`src/hdl/alert_pkg.sv`:
```
//////////////////////////////////////////////////////////////////////
// Alert handler package
// Class, severity and phase counts shared by all handler blocks,
// plus the class index type and the escalation state encoding
//////////////////////////////////////////////////////////////////////

package alert_pkg;

  //////////////////////////////////////////////////////////////////////
  // Sizes
  //////////////////////////////////////////////////////////////////////

  // Number of alert classes
  parameter int unsigned N_CLASSES = 4;
  // Number of escalation severity outputs
  parameter int unsigned N_ESC_SEV = 4;
  // Escalation phases per class
  parameter int unsigned N_PHASES  = 4;

  //////////////////////////////////////////////////////////////////////
  // Types
  //////////////////////////////////////////////////////////////////////

  // Selects a class, and a severity in the escalation map
  typedef logic [1:0] class_idx_t;

  // Phase states are consecutive so the timer can step through them
  typedef enum logic [2:0] {
    ESC_IDLE     = 3'd0,
    ESC_TIMEOUT  = 3'd1,
    ESC_PHASE0   = 3'd2,
    ESC_PHASE1   = 3'd3,
    ESC_PHASE2   = 3'd4,
    ESC_PHASE3   = 3'd5,
    ESC_TERMINAL = 3'd6
  } esc_state_e;

endpackage

```
`src/hdl/alert_intake.sv`:
```
//////////////////////////////////////////////////////////////////////
// Alert intake
// Registers incoming alert pulses under their enables and keeps a
// sticky cause bit per alert
//////////////////////////////////////////////////////////////////////

`timescale 1ns/1ps

module alert_intake #(
  parameter int unsigned NAlerts = 8
) (
  input  logic               clk_i,
  input  logic               rst_n_i,
  input  logic [NAlerts-1:0] alert_i,
  input  logic [NAlerts-1:0] alert_en_i,
  input  logic [NAlerts-1:0] cause_clr_i,
  output logic [NAlerts-1:0] alert_trig_o,
  output logic [NAlerts-1:0] alert_cause_o
);

  logic [NAlerts-1:0] alert_masked;
  logic [NAlerts-1:0] alert_trig_q;
  logic [NAlerts-1:0] cause_q;

  // Disabled alerts are dropped before the register
  assign alert_masked = alert_i & alert_en_i;

  always_ff @(posedge clk_i) begin
    if (!rst_n_i) begin
      alert_trig_q <= '0;
    end else begin
      alert_trig_q <= alert_masked;
    end
  end

  //////////////////////////////////////////////////////////////////////
  // Sticky cause bits
  //////////////////////////////////////////////////////////////////////

  // Set on the same edge as the trigger register, clear wins
  always_ff @(posedge clk_i) begin
    if (!rst_n_i) begin
      cause_q <= '0;
    end else begin
      cause_q <= (cause_q | alert_masked) & ~cause_clr_i;
    end
  end

  assign alert_trig_o  = alert_trig_q;
  assign alert_cause_o = cause_q;

endmodule

```
`src/hdl/alert_class.sv`:
```
//////////////////////////////////////////////////////////////////////
// Alert classifier
// Routes triggered alerts onto their configured classes and turns
// class clears into per-alert cause clears
//////////////////////////////////////////////////////////////////////

`timescale 1ns/1ps

module alert_class
  import alert_pkg::*;
#(
  parameter int unsigned NAlerts = 8
) (
  input  logic       [NAlerts-1:0]   alert_trig_i,
  input  class_idx_t [NAlerts-1:0]   alert_class_i,
  input  logic       [N_CLASSES-1:0] class_clr_i,
  output logic       [N_CLASSES-1:0] class_trig_o,
  output logic       [NAlerts-1:0]   cause_clr_o
);

  // OR of all triggered alerts per class
  always_comb begin
    class_trig_o = '0;
    for (int k = 0; k < NAlerts; k++) begin
      if (alert_trig_i[k]) begin
        class_trig_o[alert_class_i[k]] = 1'b1;
      end
    end
  end

  // Same mapping, other direction
  always_comb begin
    for (int k = 0; k < NAlerts; k++) begin
      cause_clr_o[k] = class_clr_i[alert_class_i[k]];
    end
  end

endmodule

```
`src/hdl/alert_accu.sv`:
```
//////////////////////////////////////////////////////////////////////
// Class accumulator
// Sticky class interrupt and saturating trigger count, flags a
// trigger that arrives with the count at or above the threshold
//////////////////////////////////////////////////////////////////////

`timescale 1ns/1ps

module alert_accu #(
  parameter int unsigned AccuCntDw = 16
) (
  input  logic                 clk_i,
  input  logic                 rst_n_i,
  input  logic                 class_en_i,
  input  logic                 clr_i,
  input  logic                 class_trig_i,
  input  logic [AccuCntDw-1:0] thresh_i,
  output logic                 irq_o,
  output logic [AccuCntDw-1:0] accu_cnt_o,
  output logic                 accu_trig_o
);

  logic                 trig_en;
  logic                 irq_q;
  logic [AccuCntDw-1:0] cnt_q;

  assign trig_en = class_en_i & class_trig_i;

  always_ff @(posedge clk_i) begin
    if (!rst_n_i) begin
      irq_q <= 1'b0;
      cnt_q <= '0;
    end else if (clr_i) begin
      irq_q <= 1'b0;
      cnt_q <= '0;
    end else if (trig_en) begin
      irq_q <= 1'b1;
      // Saturate at all ones
      if (cnt_q != {AccuCntDw{1'b1}}) begin
        cnt_q <= cnt_q + 1'b1;
      end
    end
  end

  // Compares the count before this trigger is added
  assign accu_trig_o = trig_en & ~clr_i & (cnt_q >= thresh_i);

  assign irq_o      = irq_q;
  assign accu_cnt_o = cnt_q;

endmodule

```
`src/hdl/alert_esc_timer.sv`:
```
//////////////////////////////////////////////////////////////////////
// Escalation timer
// Per-class FSM through an optional timeout and four escalation
// phases, with one severity request per phase from the map
//////////////////////////////////////////////////////////////////////

`timescale 1ns/1ps

module alert_esc_timer
  import alert_pkg::*;
#(
  parameter int unsigned EscCntDw = 16
) (
  input  logic                          clk_i,
  input  logic                          rst_n_i,
  input  logic                          class_en_i,
  input  logic                          clr_i,
  input  logic                          irq_i,
  input  logic                          accu_trig_i,
  input  logic       [EscCntDw-1:0]     timeout_cyc_i,
  input  logic       [EscCntDw-1:0]     phase_cyc_i,
  input  logic       [N_PHASES-1:0]     esc_en_i,
  input  class_idx_t [N_PHASES-1:0]     esc_map_i,
  output esc_state_e                    esc_state_o,
  output logic       [N_ESC_SEV-1:0]    esc_req_o
);

  localparam int unsigned PhaseIdxW = $clog2(N_PHASES);

  esc_state_e            state_q, state_d;
  logic [EscCntDw-1:0]   cnt_q, cnt_d;
  logic [EscCntDw-1:0]   cnt_limit;
  logic [EscCntDw:0]     cnt_inc;
  logic                  cnt_last;
  logic [2:0]            phase_off;
  logic [PhaseIdxW-1:0]  phase_idx;
  logic                  phase_act;

  //////////////////////////////////////////////////////////////////////
  // Shared cycle counter
  //////////////////////////////////////////////////////////////////////

  // Timeout length first, then the phase length
  assign cnt_limit = (state_q == ESC_TIMEOUT) ? timeout_cyc_i : phase_cyc_i;
  // One bit wider so a zero limit never wraps
  assign cnt_inc   = {1'b0, cnt_q} + 1'b1;
  assign cnt_last  = cnt_inc >= {1'b0, cnt_limit};

  always_comb begin
    state_d = state_q;
    cnt_d   = '0;
    if (clr_i) begin
      state_d = ESC_IDLE;
    end else begin
      unique case (state_q)
        ESC_IDLE: begin
          if (accu_trig_i) begin
            state_d = ESC_PHASE0;
          end else if (class_en_i && irq_i && (timeout_cyc_i != '0)) begin
            state_d = ESC_TIMEOUT;
          end
        end
        ESC_TIMEOUT: begin
          cnt_d = cnt_q + 1'b1;
          // Threshold hit cuts the timeout short
          if (accu_trig_i || cnt_last) begin
            state_d = ESC_PHASE0;
            cnt_d   = '0;
          end
        end
        ESC_PHASE0, ESC_PHASE1, ESC_PHASE2, ESC_PHASE3: begin
          cnt_d = cnt_q + 1'b1;
          if (cnt_last) begin
            // Phase3 steps into terminal
            state_d = esc_state_e'(state_q + 3'd1);
            cnt_d   = '0;
          end
        end
        ESC_TERMINAL: begin
          state_d = ESC_TERMINAL;
        end
        default: begin
          state_d = ESC_IDLE;
        end
      endcase
    end
  end

  always_ff @(posedge clk_i) begin
    if (!rst_n_i) begin
      state_q <= ESC_IDLE;
      cnt_q   <= '0;
    end else begin
      state_q <= state_d;
      cnt_q   <= cnt_d;
    end
  end

  //////////////////////////////////////////////////////////////////////
  // Phase request decode
  //////////////////////////////////////////////////////////////////////

  assign phase_act = (state_q >= ESC_PHASE0);
  assign phase_off = state_q - ESC_PHASE0;

  // Terminal keeps the last phase
  always_comb begin
    phase_idx = phase_off[PhaseIdxW-1:0];
    if (state_q == ESC_TERMINAL) begin
      phase_idx = PhaseIdxW'(N_PHASES - 1);
    end
  end

  always_comb begin
    esc_req_o = '0;
    if (phase_act && esc_en_i[phase_idx]) begin
      esc_req_o[esc_map_i[phase_idx]] = 1'b1;
    end
  end

  assign esc_state_o = state_q;

endmodule

```
`src/hdl/alert_esc_out.sv`:
```
//////////////////////////////////////////////////////////////////////
// Escalation combiner
// ORs the class requests per severity and registers the result
//////////////////////////////////////////////////////////////////////

`timescale 1ns/1ps

module alert_esc_out
  import alert_pkg::*;
(
  input  logic                                clk_i,
  input  logic                                rst_n_i,
  input  logic [N_CLASSES-1:0][N_ESC_SEV-1:0] class_esc_req_i,
  output logic [N_ESC_SEV-1:0]                esc_o
);

  logic [N_ESC_SEV-1:0][N_CLASSES-1:0] req_trsp;
  logic [N_ESC_SEV-1:0]                esc_d;
  logic [N_ESC_SEV-1:0]                esc_q;

  // Severity-major view of the request matrix
  for (genvar s = 0; s < N_ESC_SEV; s++) begin : gen_sev
    for (genvar c = 0; c < N_CLASSES; c++) begin : gen_trsp
      assign req_trsp[s][c] = class_esc_req_i[c][s];
    end

    // Any class asking for this severity
    assign esc_d[s] = |req_trsp[s];
  end

  // Output flops keep decode glitches off the pins
  always_ff @(posedge clk_i) begin
    if (!rst_n_i) begin
      esc_q <= '0;
    end else begin
      esc_q <= esc_d;
    end
  end

  assign esc_o = esc_q;

endmodule

```
`src/hdl/alert_handler.sv`:
```
//////////////////////////////////////////////////////////////////////
// Alert handler top
// Alert intake, class routing, per-class accumulation and escalation
// timing, and the severity output combiner
//////////////////////////////////////////////////////////////////////

`timescale 1ns/1ps

module alert_handler
  import alert_pkg::*;
#(
  parameter int unsigned NAlerts   = 8,
  parameter int unsigned AccuCntDw = 16,
  parameter int unsigned EscCntDw  = 16
) (
  input  logic                                  clk_i,
  input  logic                                  rst_n_i,
  input  logic       [NAlerts-1:0]              alert_i,
  input  logic       [NAlerts-1:0]              alert_en_i,
  input  class_idx_t [NAlerts-1:0]              alert_class_i,
  input  logic       [N_CLASSES-1:0]            class_en_i,
  input  logic       [N_CLASSES-1:0]            class_clr_i,
  input  logic       [N_CLASSES-1:0][AccuCntDw-1:0] class_thresh_i,
  input  logic       [N_CLASSES-1:0][EscCntDw-1:0]  class_timeout_cyc_i,
  input  logic       [N_CLASSES-1:0][EscCntDw-1:0]  class_phase_cyc_i,
  input  logic       [N_CLASSES-1:0][N_PHASES-1:0]  class_esc_en_i,
  input  class_idx_t [N_CLASSES-1:0][N_PHASES-1:0]  class_esc_map_i,
  output logic       [N_CLASSES-1:0]            irq_o,
  output logic       [NAlerts-1:0]              alert_cause_o,
  output logic       [N_CLASSES-1:0][AccuCntDw-1:0] class_accu_cnt_o,
  output esc_state_e [N_CLASSES-1:0]            class_esc_state_o,
  output logic       [N_ESC_SEV-1:0]            esc_o
);

  logic [NAlerts-1:0]                  alert_trig;
  logic [NAlerts-1:0]                  cause_clr;
  logic [N_CLASSES-1:0]                class_trig;
  logic [N_CLASSES-1:0]                accu_trig;
  logic [N_CLASSES-1:0][N_ESC_SEV-1:0] class_esc_req;

  //////////////////////////////////////////////////////////////////////
  // Intake and classification
  //////////////////////////////////////////////////////////////////////

  alert_intake #(
    .NAlerts(NAlerts)
  ) u_intake (
    .clk_i,
    .rst_n_i,
    .alert_i       ( alert_i       ),
    .alert_en_i    ( alert_en_i    ),
    .cause_clr_i   ( cause_clr     ),
    .alert_trig_o  ( alert_trig    ),
    .alert_cause_o ( alert_cause_o )
  );

  alert_class #(
    .NAlerts(NAlerts)
  ) u_class (
    .alert_trig_i  ( alert_trig    ),
    .alert_class_i ( alert_class_i ),
    .class_clr_i   ( class_clr_i   ),
    .class_trig_o  ( class_trig    ),
    .cause_clr_o   ( cause_clr     )
  );

  //////////////////////////////////////////////////////////////////////
  // Per-class accumulation and escalation
  //////////////////////////////////////////////////////////////////////

  for (genvar k = 0; k < N_CLASSES; k++) begin : gen_classes
    alert_accu #(
      .AccuCntDw(AccuCntDw)
    ) u_accu (
      .clk_i,
      .rst_n_i,
      .class_en_i   ( class_en_i[k]       ),
      .clr_i        ( class_clr_i[k]      ),
      .class_trig_i ( class_trig[k]       ),
      .thresh_i     ( class_thresh_i[k]   ),
      .irq_o        ( irq_o[k]            ),
      .accu_cnt_o   ( class_accu_cnt_o[k] ),
      .accu_trig_o  ( accu_trig[k]        )
    );

    // Trigger term lets the timeout start on the edge that sets irq
    alert_esc_timer #(
      .EscCntDw(EscCntDw)
    ) u_esc_timer (
      .clk_i,
      .rst_n_i,
      .class_en_i    ( class_en_i[k]                ),
      .clr_i         ( class_clr_i[k]               ),
      .irq_i         ( irq_o[k] | class_trig[k]     ),
      .accu_trig_i   ( accu_trig[k]                 ),
      .timeout_cyc_i ( class_timeout_cyc_i[k]       ),
      .phase_cyc_i   ( class_phase_cyc_i[k]         ),
      .esc_en_i      ( class_esc_en_i[k]            ),
      .esc_map_i     ( class_esc_map_i[k]           ),
      .esc_state_o   ( class_esc_state_o[k]         ),
      .esc_req_o     ( class_esc_req[k]             )
    );
  end

  //////////////////////////////////////////////////////////////////////
  // Severity outputs
  //////////////////////////////////////////////////////////////////////

  alert_esc_out u_esc_out (
    .clk_i,
    .rst_n_i,
    .class_esc_req_i ( class_esc_req ),
    .esc_o           ( esc_o         )
  );

endmodule

```
`config.mk`:
```
export PLATFORM = sky130hd
export DESIGN_NAME = alert_handler
export DESIGN_NICKNAME = d
export VERILOG_FILES = /design/src/hdl/alert_pkg.sv /design/src/hdl/alert_intake.sv /design/src/hdl/alert_class.sv /design/src/hdl/alert_accu.sv /design/src/hdl/alert_esc_timer.sv /design/src/hdl/alert_esc_out.sv /design/src/hdl/alert_handler.sv
export SDC_FILE = /design/constraint.sdc
export NUM_CORES = 1
export LEC_CHECK = 0
export BUFFER_PORTS_ARGS = -buffer_cell sky130_fd_sc_hd__buf_2
export CAP_MARGIN = 10
export CORE_MARGIN = 2
export CORE_UTILIZATION = 30
export DETAILED_ROUTE_END_ITERATION = 16
export PLACE_DENSITY = 0.49
export SETUP_SLACK_MARGIN = 0.4
export SLEW_MARGIN = 20
export SYNTH_ARGS = -nofsm -noshare
export SYNTH_HDL_FRONTEND = slang
export SYNTH_SLANG_ARGS = --single-unit
```
`constraint.sdc`:
```
create_clock -name clk_i -period 8.79 [get_ports clk_i]
set_input_delay 1.758 -clock clk_i [delete_from_list [all_inputs] [get_ports clk_i]]
set_output_delay 1.758 -clock clk_i [all_outputs]
set_load 0.05 [all_outputs]
```
Yosys cells after proc, flatten, opt, wreduce, memory -nomap -nowiden
Index checks and enable logic that the tools add are counted.

cells by class
  $add $sub $neg = 20
  $lt $le $gt $ge = 40
  equality and inequality tests = 40
  muxes and demuxes = 108
  bitwise gates (word level) = 32
  reductions and logical operators = 56

operators by type and width
  kind                                                                                 count
  16-bit two-way mux                                                                   12
  16-bit by 1-bit adder with 16-bit output, second input constant                      8
  16-bit case mux with 2 select lines                                                  4
  16-bit by 1-bit adder with 17-bit output, second input constant                      4
  17-bit by 16-bit greater-or-equal comparator with 1-bit output                       4
  16-bit greater-or-equal comparator                                                   4
  16-bit != test, second input constant                                                4
  16-bit nonzero test                                                                  4
  2-bit by 3-bit < comparator with 1-bit output, second input constant                 16
  3-bit two-way mux                                                                    16
  4-bit two-way mux                                                                    12
  3-bit case mux with 4 select lines                                                   4
  3-bit == test, second input constant                                                 12
  4-bit OR reduction                                                                   8
  4-bit bitwise OR                                                                     7
  1-bit binary-select mux with 2-bit select                                            12
  1-bit demux with 2-bit select                                                        12
  3-bit by 2-bit == test with 1-bit output, second input constant                      8
  2-bit by 1-bit greater-or-equal comparator with 1-bit output, second input constant  12
  1-bit logical AND                                                                    24
  1-bit two-way mux                                                                    24
  8-bit AND                                                                            2
  2-bit binary-select mux with 2-bit select                                            4
  2-bit two-way mux                                                                    8
  other kinds (17)                                                                     71

storage, ports and cells
  bits in registers = 164
  bits of input ports = 282
  output and inout port bits = 92
  word-level logic and storage cells = 315

Depth between registers and ports, before layout
Gate-level depths: netlist of run 1.

  depth in word-level cells = 25
  gate-level depth with buffers = 16
  depth with buffers taken out = 14

Modules after synthesis
From an unflattened synthesis of run 1, not the netlist that was laid out.

unflattened totals
  cells, all modules = 1564
  area, all modules = 13266.5 sq um

modules (own cells, without submodules)
  module                                            instances  cells an instance  area each (sq um)  sequential area each (sq um)
  alert_esc_timer (gen_classes[0].u_esc_timer ...)  3          203                1749.2             380.4
  alert_accu                                        4          159                1291.2             340.3
  alert_esc_timer (gen_classes[3].u_esc_timer)      1          211                1714.1             380.4
  alert_intake                                      1          41                 526.8              320.3
  alert_class                                       1          55                 462.9              0.0
  alert_esc_out                                     1          8                  125.1              80.1
  alert_handler                                     1          4                  25.0               0.0

Least setup slack after synthesis of run 1
OpenSTA, ideal clock, no wires.

  kind = input to register
  start = input port class_timeout_cyc_i[32] (netlist name)
  end = register gen_classes[2].u_esc_timer.state_q[1]
  library setup time = 0.079 ns
  data arrival time = 3.788 ns
  required time = 8.711 ns
  path slack = 4.923 ns
  stages on the path = 9
  buffers on the path = 0
  cells stage by stage = mux2_2 -> ha_1 -> nand2b_1 -> a211oi_1 -> o21ai_0 -> a221oi_2 -> a32oi_1 -> or3_1 -> o211ai_1

between the ends
  word-level cells in the longest chain between the ends = 5
  elaborated cells between the ends (all ways) = 9
  those cells by class = order compare (1); eq/ne (3); mux (1); reduce/logical (4)

RTL lines
  element                                                         RTL line               source
  from (decl)                                                     alert_handler.sv:24    input logic [N_CLASSES-1:0][EscCntDw-1:0] class_timeout_cyc_i,
  16-bit two-way mux                                              alert_esc_timer.sv:44  assign cnt_limit = (state_q == ESC_TIMEOUT) ? timeout_cyc_i : phase_cyc_i;
  17-bit by 16-bit greater-or-equal comparator with 1-bit output  alert_esc_timer.sv:47  assign cnt_last = cnt_inc >= {1'b0, cnt_limit};
  1-bit logical OR                                                alert_esc_timer.sv:66  if (accu_trig_i || cnt_last) begin
  2-bit != test (no source line)                                  n/a
  3-bit AND reduction (no source line) (*)                        n/a
  to (signal assigned)                                            alert_esc_timer.sv:94  state_q <= state_d;
  to (decl)                                                       alert_esc_timer.sv:30  esc_state_e state_q, state_d;

Every way passes the cells marked *; elsewhere a longest branch is shown, timed or not.
A chain may end at the register's enable or synchronous reset.

Final worst setup path of run 1
  start = register gen_classes[2].u_esc_timer.state_q[0]
  end = register gen_classes[2].u_esc_timer.state_q[1]

between the ends
  word-level cells in the longest chain between the ends = 6
  elaborated cells between the ends (all ways) = 18
  those cells by class = add/sub (1); order compare (1); eq/ne (9); mux (3); reduce/logical (4)

RTL lines
  element                                                         RTL line
  3-bit by 1-bit == test with 1-bit output                        alert_esc_timer.sv:44, alert_esc_timer.sv:55
  16-bit two-way mux                                              alert_esc_timer.sv:44
  17-bit by 16-bit greater-or-equal comparator with 1-bit output  alert_esc_timer.sv:47
  1-bit logical OR                                                alert_esc_timer.sv:66
  2-bit != test (no source line)                                  n/a
  3-bit AND reduction (no source line)                            n/a

Parallel ways exist; a longest one is shown, timed or not. The select of a mux whose other input is x is not followed.

==> flow_metrics.py, run 1 <==
metrics = {
    "global_routing": {
        "grt_max_degree": 29,
        "antenna_found_initial": 10,
        "grt_remaining_overflow": 0,
        "grt_pass1_wl_microns": 62200,
        "grt_pass1_vias": 11700,
        "grt_usage": 0.178,
    },
    "clock_network": {
        "clk_pin_slew_worst_paths_ns": 0.07,
        "postCtsResizedCells": 0,
        "post-cts-setup-buffers": 0,
        "cts_max_path_buffers": 2,
        "clk_latency_ns": 0.44,
        "cts_tree": "built",
        "cts_buffers": 17,
        "cts_hold_buf": 0,
        "cts_htree_levels": 4,
        "clock-sinks": 164,
        "root_buffer": "clkbuf_16",
    },
    "synth": {
        "ys_seq_area_frac": 0.261,
        "synthFlopType": "dfxtp_1",
        "ys_ff_latch": 164,
        "ys_async_sr_fraction": 0,
        "synth_top_family_by_area": "simple AND/OR/NAND/NOR gates",
        "syn_nets": 1905,
        "synth_area_sq_mm": 0.0126,
        "synth_edf_count": 0,
        "yosysWarnings": 0,
        "synth_compound_area_frac": 0.141,
        "synth_commonest_cells": "164 x dfxtp_1, 156 x ha_1, 121 x nor2_1",
        "ys_top_cells_by_area": "dfxtp_1 26%, ha_1 16%, mux2i_1 5.8%, xor2_1 4.3%, nor2_1 3.6%",
        "synth_top_area_share": 0.261,
        "yosys.area.top_type": "dfxtp_1",
        "synthXorXnorAreaFrac": 0.0766,
        "yosysMostFrequentCell": "dfxtp_1",
        "synthMuxAreaShare": 0.0820,
        "synthDistinctLibCells": 88,
        "avgSynthCellArea_sq_um": 8.57,
        "netlist_instances": 1467,
        "post_synth_fa_ha_maj_area_fraction": 0.155,
        "synth-simple-area-share": 0.237,
    },
    "sta": {
        "holdWs_ns": 0.465,
        "slew_violations": 0,
        "final.min_clock_period_ns": 4.35,
        "finalSetupViolCount": 0,
        "setup_ws_ns": 4.44,
        "period_share": 0.494,
        "hold_viol_final": 0,
        "tns_ns": 0,
        "skew_ns": 0.00930,
        "clock.fmax_ghz": 0.230,
        "worst_pin_slew_ns": 1.08,
        "max_slew_margin": 0.275,
        "rsz0062_at_grt": "false",
    },
    "placed_design": {
        "place_inst": 2335,
        "portBuffers": 373,
        "place.gp.congestion": 0.875,
        "dp_worst_setup_slack_ns": 4.20,
        "dpl_cell_area_sq_mm": 0.0149,
        "dp_hpwl_microns": 32300,
    },
    "worst_setup_path": {
        "critPathBufInv": 0,
        "criticalPathCategory": "reg2reg",
        "worst_ep_arrival_time_ns": 4.70,
        "start_kind": "flop",
        "critPathCapture": "gen_classes[2].u_esc_timer.esc_state_o[1]",
        "path_max_fanout": 19,
        "cp-startpoint": "gen_classes[2].u_esc_timer.esc_state_o[0]",
        "worst_setup_path_end_kind": "flop",
        "rr_startpoint": "gen_classes[2].u_esc_timer.esc_state_o[0]",
        "cpPeakStageDelay_ns": 0.86,
        "crit_chain": "ha_1 > nor2b_2 > mux2_2 > ha_1 > nand2b_1 > a211oi_1 > o21ai_0 > a221oi_2 > a32oi_1 > or3_1 > o211ai_1",
        "crit_family": "simple AND/OR/NAND/NOR gates",
        "r2r_slack_ns": 4.44,
        "cp_slowest_cell": "nor2b_2",
        "rr_worst_depth": 11,
        "cp.depth": 11,
        "r2r-end": "gen_classes[2].u_esc_timer.esc_state_o[1]",
        "worst_ep_required_time_ns": 9.15,
        "crit_top_cell": "ha_1",
    },
    "finish": {
        "postLayoutCoreUtil": 0.379,
        "regArea_sq_mm": 0.00328,
        "syn2layout_area_growth_pct": 24.0,
        "multi_input_area_sq_mm": 0.00871,
        "fill_cells": 4303,
        "fin_area_sq_mm": 0.0156,
        "fin_cells": 2373,
        "nets": 2260,
        "drive_above_1_share": 0.252,
    },
    "die": {
        "die_area_sq_mm": 0.0436,
        "rows": 74,
        "start_util": 0.306,
        "die_x_microns": 209,
        "io-pin-count": 374,
        "coreArea_sq_mm": 0.0411,
        "die_h_microns": 209,
    },
    "pwr": {
        "max-vdd-ir-drop_mv": 0.0822,
        "cellPowerDensity_mw_per_mm2": 119,
        "leakagePower_nw": 6.98,
        "total_power_mw": 1.85,
    },
    "route": {
        "routed_wl_microns": 39100,
        "first_pass_iters": 5,
        "routedWlPerCell_microns": 16.5,
        "detail-route-antenna-nets": 0,
        "via_per_inst": 4.96,
        "drt_iter0_drc": 494,
        "drc": 0,
        "via_count": 11800,
    },
    "flow_run": {
        "max_cap_viol_count": 0,
    },
    "run_status": {
        "status": "finished clean",
    },
    "hold_path": {
        "hp-start": "gen_classes[0].u_accu.irq_o",
        "hold_path.class": "reg2reg",
    },
}
## state kept, by name, summed over array words and instances (netlist names)
| signal | flops |
|---|---|
| gen_classes.u_esc_timer.esc_state_o | 12 |
| gen_classes.u_accu.accu_cnt_o | 64 |
| u_intake.alert_cause_o | 8 |
| u_esc_out.esc_o | 4 |
| gen_classes.u_esc_timer.cnt_q | 64 |
| gen_classes.u_accu.irq_o | 4 |
| u_intake.alert_trig_o | 8 |
## cells by family after synthesis
group,count (synthesis)
and+or+nand+nor,564
muxes,91
adders and majority gates,156
DFF,164
AOI/OAI and AO/OA,238
buffers and inverters,144
xor gates and xnor gates,110
## cell type report
type                            instances  share of cell area
Multi-Input combinational cell       1159               0.559
Sequential cell                       164               0.211
Timing Repair Buffer                  376               0.121
Tap cell                              532              0.0427
Clock buffer                           19              0.0278
Inverter                              104              0.0250
Clock inverter                         13              0.0131
Antenna cell                            6            0.000963
## power by group
part	switching [mW]	leakage, nW	internal (mW)
combinational	0.147	5.35	0.121
sequential	0.00806	1.32	0.749
clock	0.320	0.312	0.504
total	0.475	6.98	1.37
## how the worst min path moves through the flow
stage,to,slack (ns),depth (start not counted)
floorplan,gen_classes[2].u_esc_timer.cnt_q[0],0.43,1
global placement,gen_classes[0].u_accu.irq_o,0.45,2
finish,gen_classes[0].u_accu.irq_o,0.47,2
global route,gen_classes[0].u_accu.irq_o,0.50,2
CTS,gen_classes[0].u_accu.irq_o,0.47,2
detailed placement,gen_classes[0].u_accu.irq_o,0.46,2
## worst min-delay path: stages (launching register included)
cell and delay, ns:
dfxtp_1 0.31, inv_1 0.06, a21oi_1 0.05
## cells in the final DEF (no fill, tap or decap), types with 12 or more instances in the layout
master	n
a211oi_1	17
a21oi_1	64
and2_1	13
and3_1	36
buf_2	373
clkbuf_16	17
dfxtp_1	164
ha_1	156
inv_1	104
mux2i_1	73
nand2_1	92
nand2b_1	18
nand3_1	72
nand4_1	48
nor2_1	121
nor2b_1	63
nor3_1	21
nor4_1	24
o21ai_0	42
o22ai_1	12
xnor2_1	49
xor2_1	61
## layer usage
layer	up-vias	global-route usage	share of wire
met5	-	0	0.0013
met4	8	0.0544	0.018
met3	45	0.0331	0.046
met2	287	0.296	0.46
met1	5392	0.234	0.47
li1	6029	-	-
Note: power is estimated with default switching activity, not from simulation.
==> run 2, diff against run 1 <==
--- a/config.mk
+++ b/config.mk
@@ -10,7 +10,7 @@
 export CORE_MARGIN = 2
 export CORE_UTILIZATION = 30
 export DETAILED_ROUTE_END_ITERATION = 16
-export PLACE_DENSITY = 0.49
+export PLACE_DENSITY = 0.51
 export SETUP_SLACK_MARGIN = 0.4
 export SLEW_MARGIN = 20
 export SYNTH_ARGS = -nofsm -noshare
==> constraint.sdc (replaced) <==
create_clock -name clk_i -period 3.5 [get_ports clk_i]
set_input_delay 0.7 -clock clk_i [delete_from_list [all_inputs] [get_ports clk_i]]
set_output_delay 0.7 -clock clk_i [all_outputs]
set_load 0.05 [all_outputs]
==> flow_metrics.py, run 2 (synthesized netlist as in run 1, its figures left out) <==
metrics = {
    "clock_network": {
        "cts_htree_levels": 4,
        "cts_hold_buf": 0,
        "cts_max_path_buffers": 2,
        "clk_pin_slew_worst_paths_ns": 0.07,
        "clock-sinks": 164,
        "root_buffer": "clkbuf_16",
        "cts_tree": "built",
        "cts_buffers": 17,
        "clk_latency_ns": 0.45,
    },
    "placed_design": {
        "place.gp.congestion": 0.849,
        "dp_hpwl_microns": 33400,
        "portBuffers": 373,
        "dp_worst_setup_slack_ns": 0.166,
    },
    "sta": {
        "setup_ws_ns": 0.455,
        "slew_violations": 0,
        "rsz0062_at_grt": "true",
        "finalSetupViolCount": 0,
        "worst_pin_slew_ns": 0.872,
        "clock.fmax_ghz": 0.328,
        "period_share": 0.870,
        "holdWs_ns": 0.460,
        "skew_ns": 0.0120,
        "max_slew_margin": 0.418,
        "tns_ns": 0,
        "final.min_clock_period_ns": 3.05,
        "hold_viol_final": 0,
    },
    "die": {
        "die_x_microns": 209,
        "die_h_microns": 209,
        "io-pin-count": 374,
        "start_util": 0.306,
        "rows": 74,
        "coreArea_sq_mm": 0.0411,
        "die_area_sq_mm": 0.0436,
    },
    "worst_setup_path": {
        "worst_ep_required_time_ns": 3.87,
        "criticalPathCategory": "reg2reg",
        "rr_worst_depth": 13,
        "worst_ep_arrival_time_ns": 3.42,
        "start_kind": "flop",
        "path_max_fanout": 8,
        "worst_setup_path_end_kind": "flop",
    },
    "route": {
        "routedWlPerCell_microns": 17.1,
        "drc": 0,
        "via_per_inst": 5.02,
        "via_count": 12200,
        "first_pass_iters": 5,
        "detail-route-antenna-nets": 0,
        "drt_iter0_drc": 477,
        "routed_wl_microns": 41800,
    },
    "global_routing": {
        "grt_remaining_overflow": 0,
        "grt_max_degree": 20,
        "grt_usage": 0.185,
        "grt_pass1_vias": 11800,
        "grt_pass1_wl_microns": 63800,
        "antenna_found_initial": 18,
    },
    "pwr": {
        "cellPowerDensity_mw_per_mm2": 279,
        "total_power_mw": 4.68,
        "max-vdd-ir-drop_mv": 0.318,
        "leakagePower_nw": 7.49,
    },
    "finish": {
        "fill_cells": 4192,
        "final_common_cell": "buf_2",
        "postLayoutCoreUtil": 0.408,
        "drive_above_1_share": 0.337,
        "syn2layout_area_growth_pct": 33.5,
        "nets": 2321,
        "mostFrequentLayoutCells": "373 x buf_2, 146 x ha_1, 128 x dfxtp_1",
    },
    "flow_run": {
        "max_cap_viol_count": 0,
    },
    "hold_path": {
        "whs_path_depth": 1,
        "hold_path.class": "reg2reg",
    },
    "run_status": {
        "status": "finished clean",
    },
}
run 2: cell types whose count changed in the layout (fill, tap and decap cells not counted), moves of 7 or more:
cell	change
ha_1	-10
mux2i_1	-7
xnor2_2	+8
nand3_2	+8
xnor2_1	-8
dfxtp_1	-36
nand3_1	-11
dfxtp_4	+10
buf_4	+50
ha_4	+9
dfxtp_2	+26
run 2: repair_timing:
item	CTS	global route
cloned	1	2
buffers inserted	5	28
pin swaps	6	51
endpoints found under the setup margin	71	76
resized for setup	26	116
run 2: layout make-up:
type	instances	area (sq um)	area share
clock buffer	21	482	0.0287
multi-input combinational	1161	9320	0.555
timing repair buffer	435	2400	0.143
clock inverter	11	144	0.00857
sequential	164	3350	0.200
inverter	104	393	0.0234
tap	532	666	0.0397
antenna	10	25.0	0.00149
run 2: critical path, stage by stage (launching register included):
cell and delay (ns):
dfxtp_1 0.52, nand2_1 0.15, nor3_4 0.26, nand3_2 0.13
xnor2_2 0.17, ha_1 0.32, a21o_1 0.16, a21oi_1 0.15
o21ai_1 0.08, a311o_1 0.31, nor3_4 0.15, buf_4 0.16
o2111ai_4 0.21, nor2b_1 0.19
run 2: final timing paths:
check        slack, ns                                  from                                  end
max               0.45  gen_classes[0].u_esc_timer.cnt_q[11]  gen_classes[0].u_esc_timer.cnt_q[5]
min               0.46   gen_classes[2].u_esc_timer.cnt_q[0]  gen_classes[2].u_esc_timer.cnt_q[0]
max reg2reg       0.45  gen_classes[0].u_esc_timer.cnt_q[11]  gen_classes[0].u_esc_timer.cnt_q[5]
min reg2reg       0.46   gen_classes[2].u_esc_timer.cnt_q[0]  gen_classes[2].u_esc_timer.cnt_q[0]
run 2: metal layers:
| layer | wire [microns] | vias up | track usage |
|---|---|---|---|
| met5 | 93 | - | 0 |
| met4 | 755 | 16 | 0.0557 |
| met3 | 2580 | 58 | 0.0529 |
| met2 | 19600 | 330 | 0.308 |
| met1 | 18700 | 5670 | 0.230 |
| li1 | - | 6154 | - |
run 2: per-stage QoR:
stage,instances,cell area (sq um)
6_report,2438,16800
5_1_grt,2435,16800
4_1_cts,2398,16000
3_5_place_dp,2360,15200
3_3_place_gp,2360,15200
2_1_floorplan,1467,12700
run 2: power breakdown:
group          switching (mW)  internal [mW]
registers              0.0151           1.87
logic                   0.413          0.352
clock network           0.820           1.21
total                    1.25           3.43
==> run 3, diff against run 2 <==
--- a/config.mk
+++ b/config.mk
@@ -15,4 +15,5 @@
 export SLEW_MARGIN = 20
 export SYNTH_ARGS = -nofsm -noshare
 export SYNTH_HDL_FRONTEND = slang
+export SYNTH_HIERARCHICAL = 1
 export SYNTH_SLANG_ARGS = --single-unit
==> flow_metrics.py, run 3 <==
metrics = {
    "route": {
        "via_per_inst": 5.13,
        "routed_wl_microns": 44800,
        "detail-route-antenna-nets": 0,
        "drc": 0,
        "routedWlPerCell_microns": 17.0,
        "first_pass_iters": 8,
        "via_count": 13500,
        "drt_iter0_drc": 624,
    },
    "synth": {
        "ys_async_sr_fraction": 0,
        "yosysWarnings": 6,
        "ys_top_cells_by_area": "dfxtp_1 25%, ha_1 15%, mux2i_1 6.0%, nand2_1 3.6%, a21oi_1 3.4%",
        "ys_seq_area_frac": 0.247,
        "synthDistinctLibCells": 73,
        "netlist_instances": 1564,
        "synth_top_area_share": 0.247,
        "synth_commonest_cells": "164 x dfxtp_1, 156 x ha_1, 126 x nand2_1",
        "yosysMostFrequentCell": "dfxtp_1",
        "synthFlopType": "dfxtp_1",
        "synth_edf_count": 0,
        "ys_ff_latch": 164,
        "yosys.area.top_type": "dfxtp_1",
        "avgSynthCellArea_sq_um": 8.48,
        "syn_nets": 2002,
        "synth_area_sq_mm": 0.0133,
    },
    "die": {
        "die_x_microns": 214,
        "die_h_microns": 214,
        "start_util": 0.302,
        "rows": 77,
        "coreArea_sq_mm": 0.0439,
        "die_area_sq_mm": 0.0459,
        "io-pin-count": 374,
    },
    "pwr": {
        "combinationalPowerShare": 0.191,
        "p_int_mw": 3.35,
        "netSwitchingFraction": 0.281,
        "p_switching_mw": 1.31,
        "p_seq_frac": 0.406,
        "p_clk_frac": 0.403,
        "cellPowerDensity_mw_per_mm2": 258,
        "leakagePower_nw": 8.09,
        "max-vdd-ir-drop_mv": 0.302,
    },
    "clock_network": {
        "cts_buffers": 17,
        "cts_max_path_buffers": 2,
        "root_buffer": "clkbuf_16",
        "cts_tree": "built",
        "clk_latency_ns": 0.45,
        "clk_pin_slew_worst_paths_ns": 0.07,
        "cts_htree_levels": 4,
        "clock-sinks": 164,
    },
    "run_status": {
        "status": "finished clean",
    },
    "finish": {
        "syn2layout_area_growth_pct": 36.1,
        "final_common_cell": "buf_2",
        "nets": 2473,
        "drive_above_1_share": 0.377,
        "postLayoutCoreUtil": 0.411,
        "mostFrequentLayoutCells": "373 x buf_2, 141 x ha_1, 125 x nand2_1, 125 x dfxtp_1, 107 x inv_1",
        "fin_cells": 2641,
    },
    "global_routing": {
        "grt_remaining_overflow": 0,
        "top_usage_layer": "met2",
        "grt_pass1_vias": 13400,
        "grt_max_degree": 29,
        "grt_pass1_wl_microns": 70200,
        "globalRouteMet1Util": 0.245,
        "grt_usage": 0.189,
        "antenna_found_initial": 4,
        "use_met2": 0.316,
        "grt_use_met3": 0.0384,
    },
    "placed_design": {
        "dp_worst_setup_slack_ns": -0.0566,
        "place.gp.congestion": 0.919,
        "portBuffers": 373,
        "place_inst": 2567,
        "dp_hpwl_microns": 35300,
    },
    "sta": {
        "final.min_clock_period_ns": 3.12,
        "worst_pin_slew_ns": 0.816,
        "hold_viol_final": 0,
        "max_slew_margin": 0.451,
        "period_share": 0.890,
        "setup_ws_ns": 0.383,
        "clock.fmax_ghz": 0.321,
        "skew_ns": 0.0122,
        "holdWs_ns": 0.457,
        "finalSetupViolCount": 0,
        "tns_ns": 0,
        "rsz0062_at_grt": "true",
        "slew_violations": 0,
    },
    "hold_path": {
        "hold_path.class": "reg2reg",
    },
    "worst_setup_path": {
        "path_max_fanout": 8,
        "worst_setup_path_end_kind": "flop",
        "crit_chain": "buf_2 > inv_1 > ha_1 > a21o_1 > a221oi_1 > a2bb2oi_2 > a311oi_4 > nor3b_2 > o221ai_2 > a41oi_2 > o211ai_1 > or3_4 > nor2b_1",
        "cp_slowest_cell": "or3_4",
        "worst_ep_required_time_ns": 3.88,
        "worst_ep_arrival_time_ns": 3.50,
        "cpPeakStageDelay_ns": 0.50,
        "criticalPathCategory": "in2reg",
        "start_kind": "primary input",
    },
    "flow_run": {
        "max_cap_viol_count": 0,
    },
}
==> run 3: cell count changes after synthesis, moves of 12 or more <==
cell	before	now
xor2_1	61	20
nor2b_2	6	21
nand4_1	48	31
or4_1	1	31
and2b_1	0	12
xnor2_1	49	36
a21oi_1	64	90
a31oi_1	5	20
o31ai_1	1	20
nand2_1	92	126
nor2b_1	67	32
nor2_1	121	90
and3_1	36	23
==> run 3: worst paths after layout <==
kind / startpoint / endpoint / slack [ns] / depth (start not counted)
hold / removal: gen_classes[2].u_esc_timer/cnt_q[0] / gen_classes[2].u_esc_timer/cnt_q[0] / 0.46 / 1
hold reg to reg: gen_classes[2].u_esc_timer/cnt_q[0] / gen_classes[2].u_esc_timer/cnt_q[0] / 0.46 / 1
setup / recovery: class_thresh_i[53] / gen_classes[3].u_esc_timer/cnt_q[10] / 0.38 / 13
setup reg to reg: gen_classes[3].u_esc_timer/esc_state_o[1] / gen_classes[3].u_esc_timer/cnt_q[10] / 0.41 / 13
==> run 3: layer usage <==
metal	share of wire	routed length, microns
met1	0.45	20400
met2	0.48	21300
met3	0.048	2170
met4	0.020	904
met5	0.00060	27
==> run 3: stage by stage <==
step	instance area [sq um]	total power, mW
detailed placement	16400	2.73
CTS	17200	4.66
floorplan	13400	2.37
finish	18100	4.65
global route	18100	4.89
global placement	16400	2.72
==> run 3: layout make-up <==
type / count / area [sq um]
Antenna cell: 2 / 5.00
Clock buffer: 23 / 489
Clock inverter: 8 / 73.8
Fill cell: 4505 / 25900
Inverter: 114 / 430
Multi-Input combinational cell: 1246 / 10000
Sequential cell: 164 / 3360
Tap cell: 592 / 741
Timing Repair Buffer: 492 / 2930
==> run 3: critical path, delay by kind of cell <==
kind	cells	cell delay [ns]
AO/OA/AOI/OAI	7	1.51
adder cells (fa/ha/maj)	1	0.30
buffers and inverters	2	0.10
AND/OR/NAND/NOR	3	0.88
==> run 3: timing repair <==
action / CTS / global route
resized for setup: 33 / 144
endpoints found under the setup margin: 70 / 75
hold buffers: 0 / 0
setup buffers: 11 / 26
pin swaps: 9 / 45
gates cloned: 2 / 2
==> run 3: power groups by stage <==
stage                     clock [mW]  sequential [mW]  combinational, mW
after floorplan                    0             1.97              0.396
after global placement             0             1.93              0.782
after detailed placement           0             1.93              0.796
after CTS                       1.94             1.89              0.828
after global routing            2.02             1.89              0.978
final                           1.87             1.89              0.890
==> run 3: cell families after synthesis <==
group	synth area share
multiplexers	0.0805
buffers and inverters	0.0511
XOR/XNOR	0.0370
flip-flops	0.247
AO/OA/AOI/OAI	0.163
AND/OR/NAND/NOR	0.274
adder cells (fa/ha/maj)	0.147
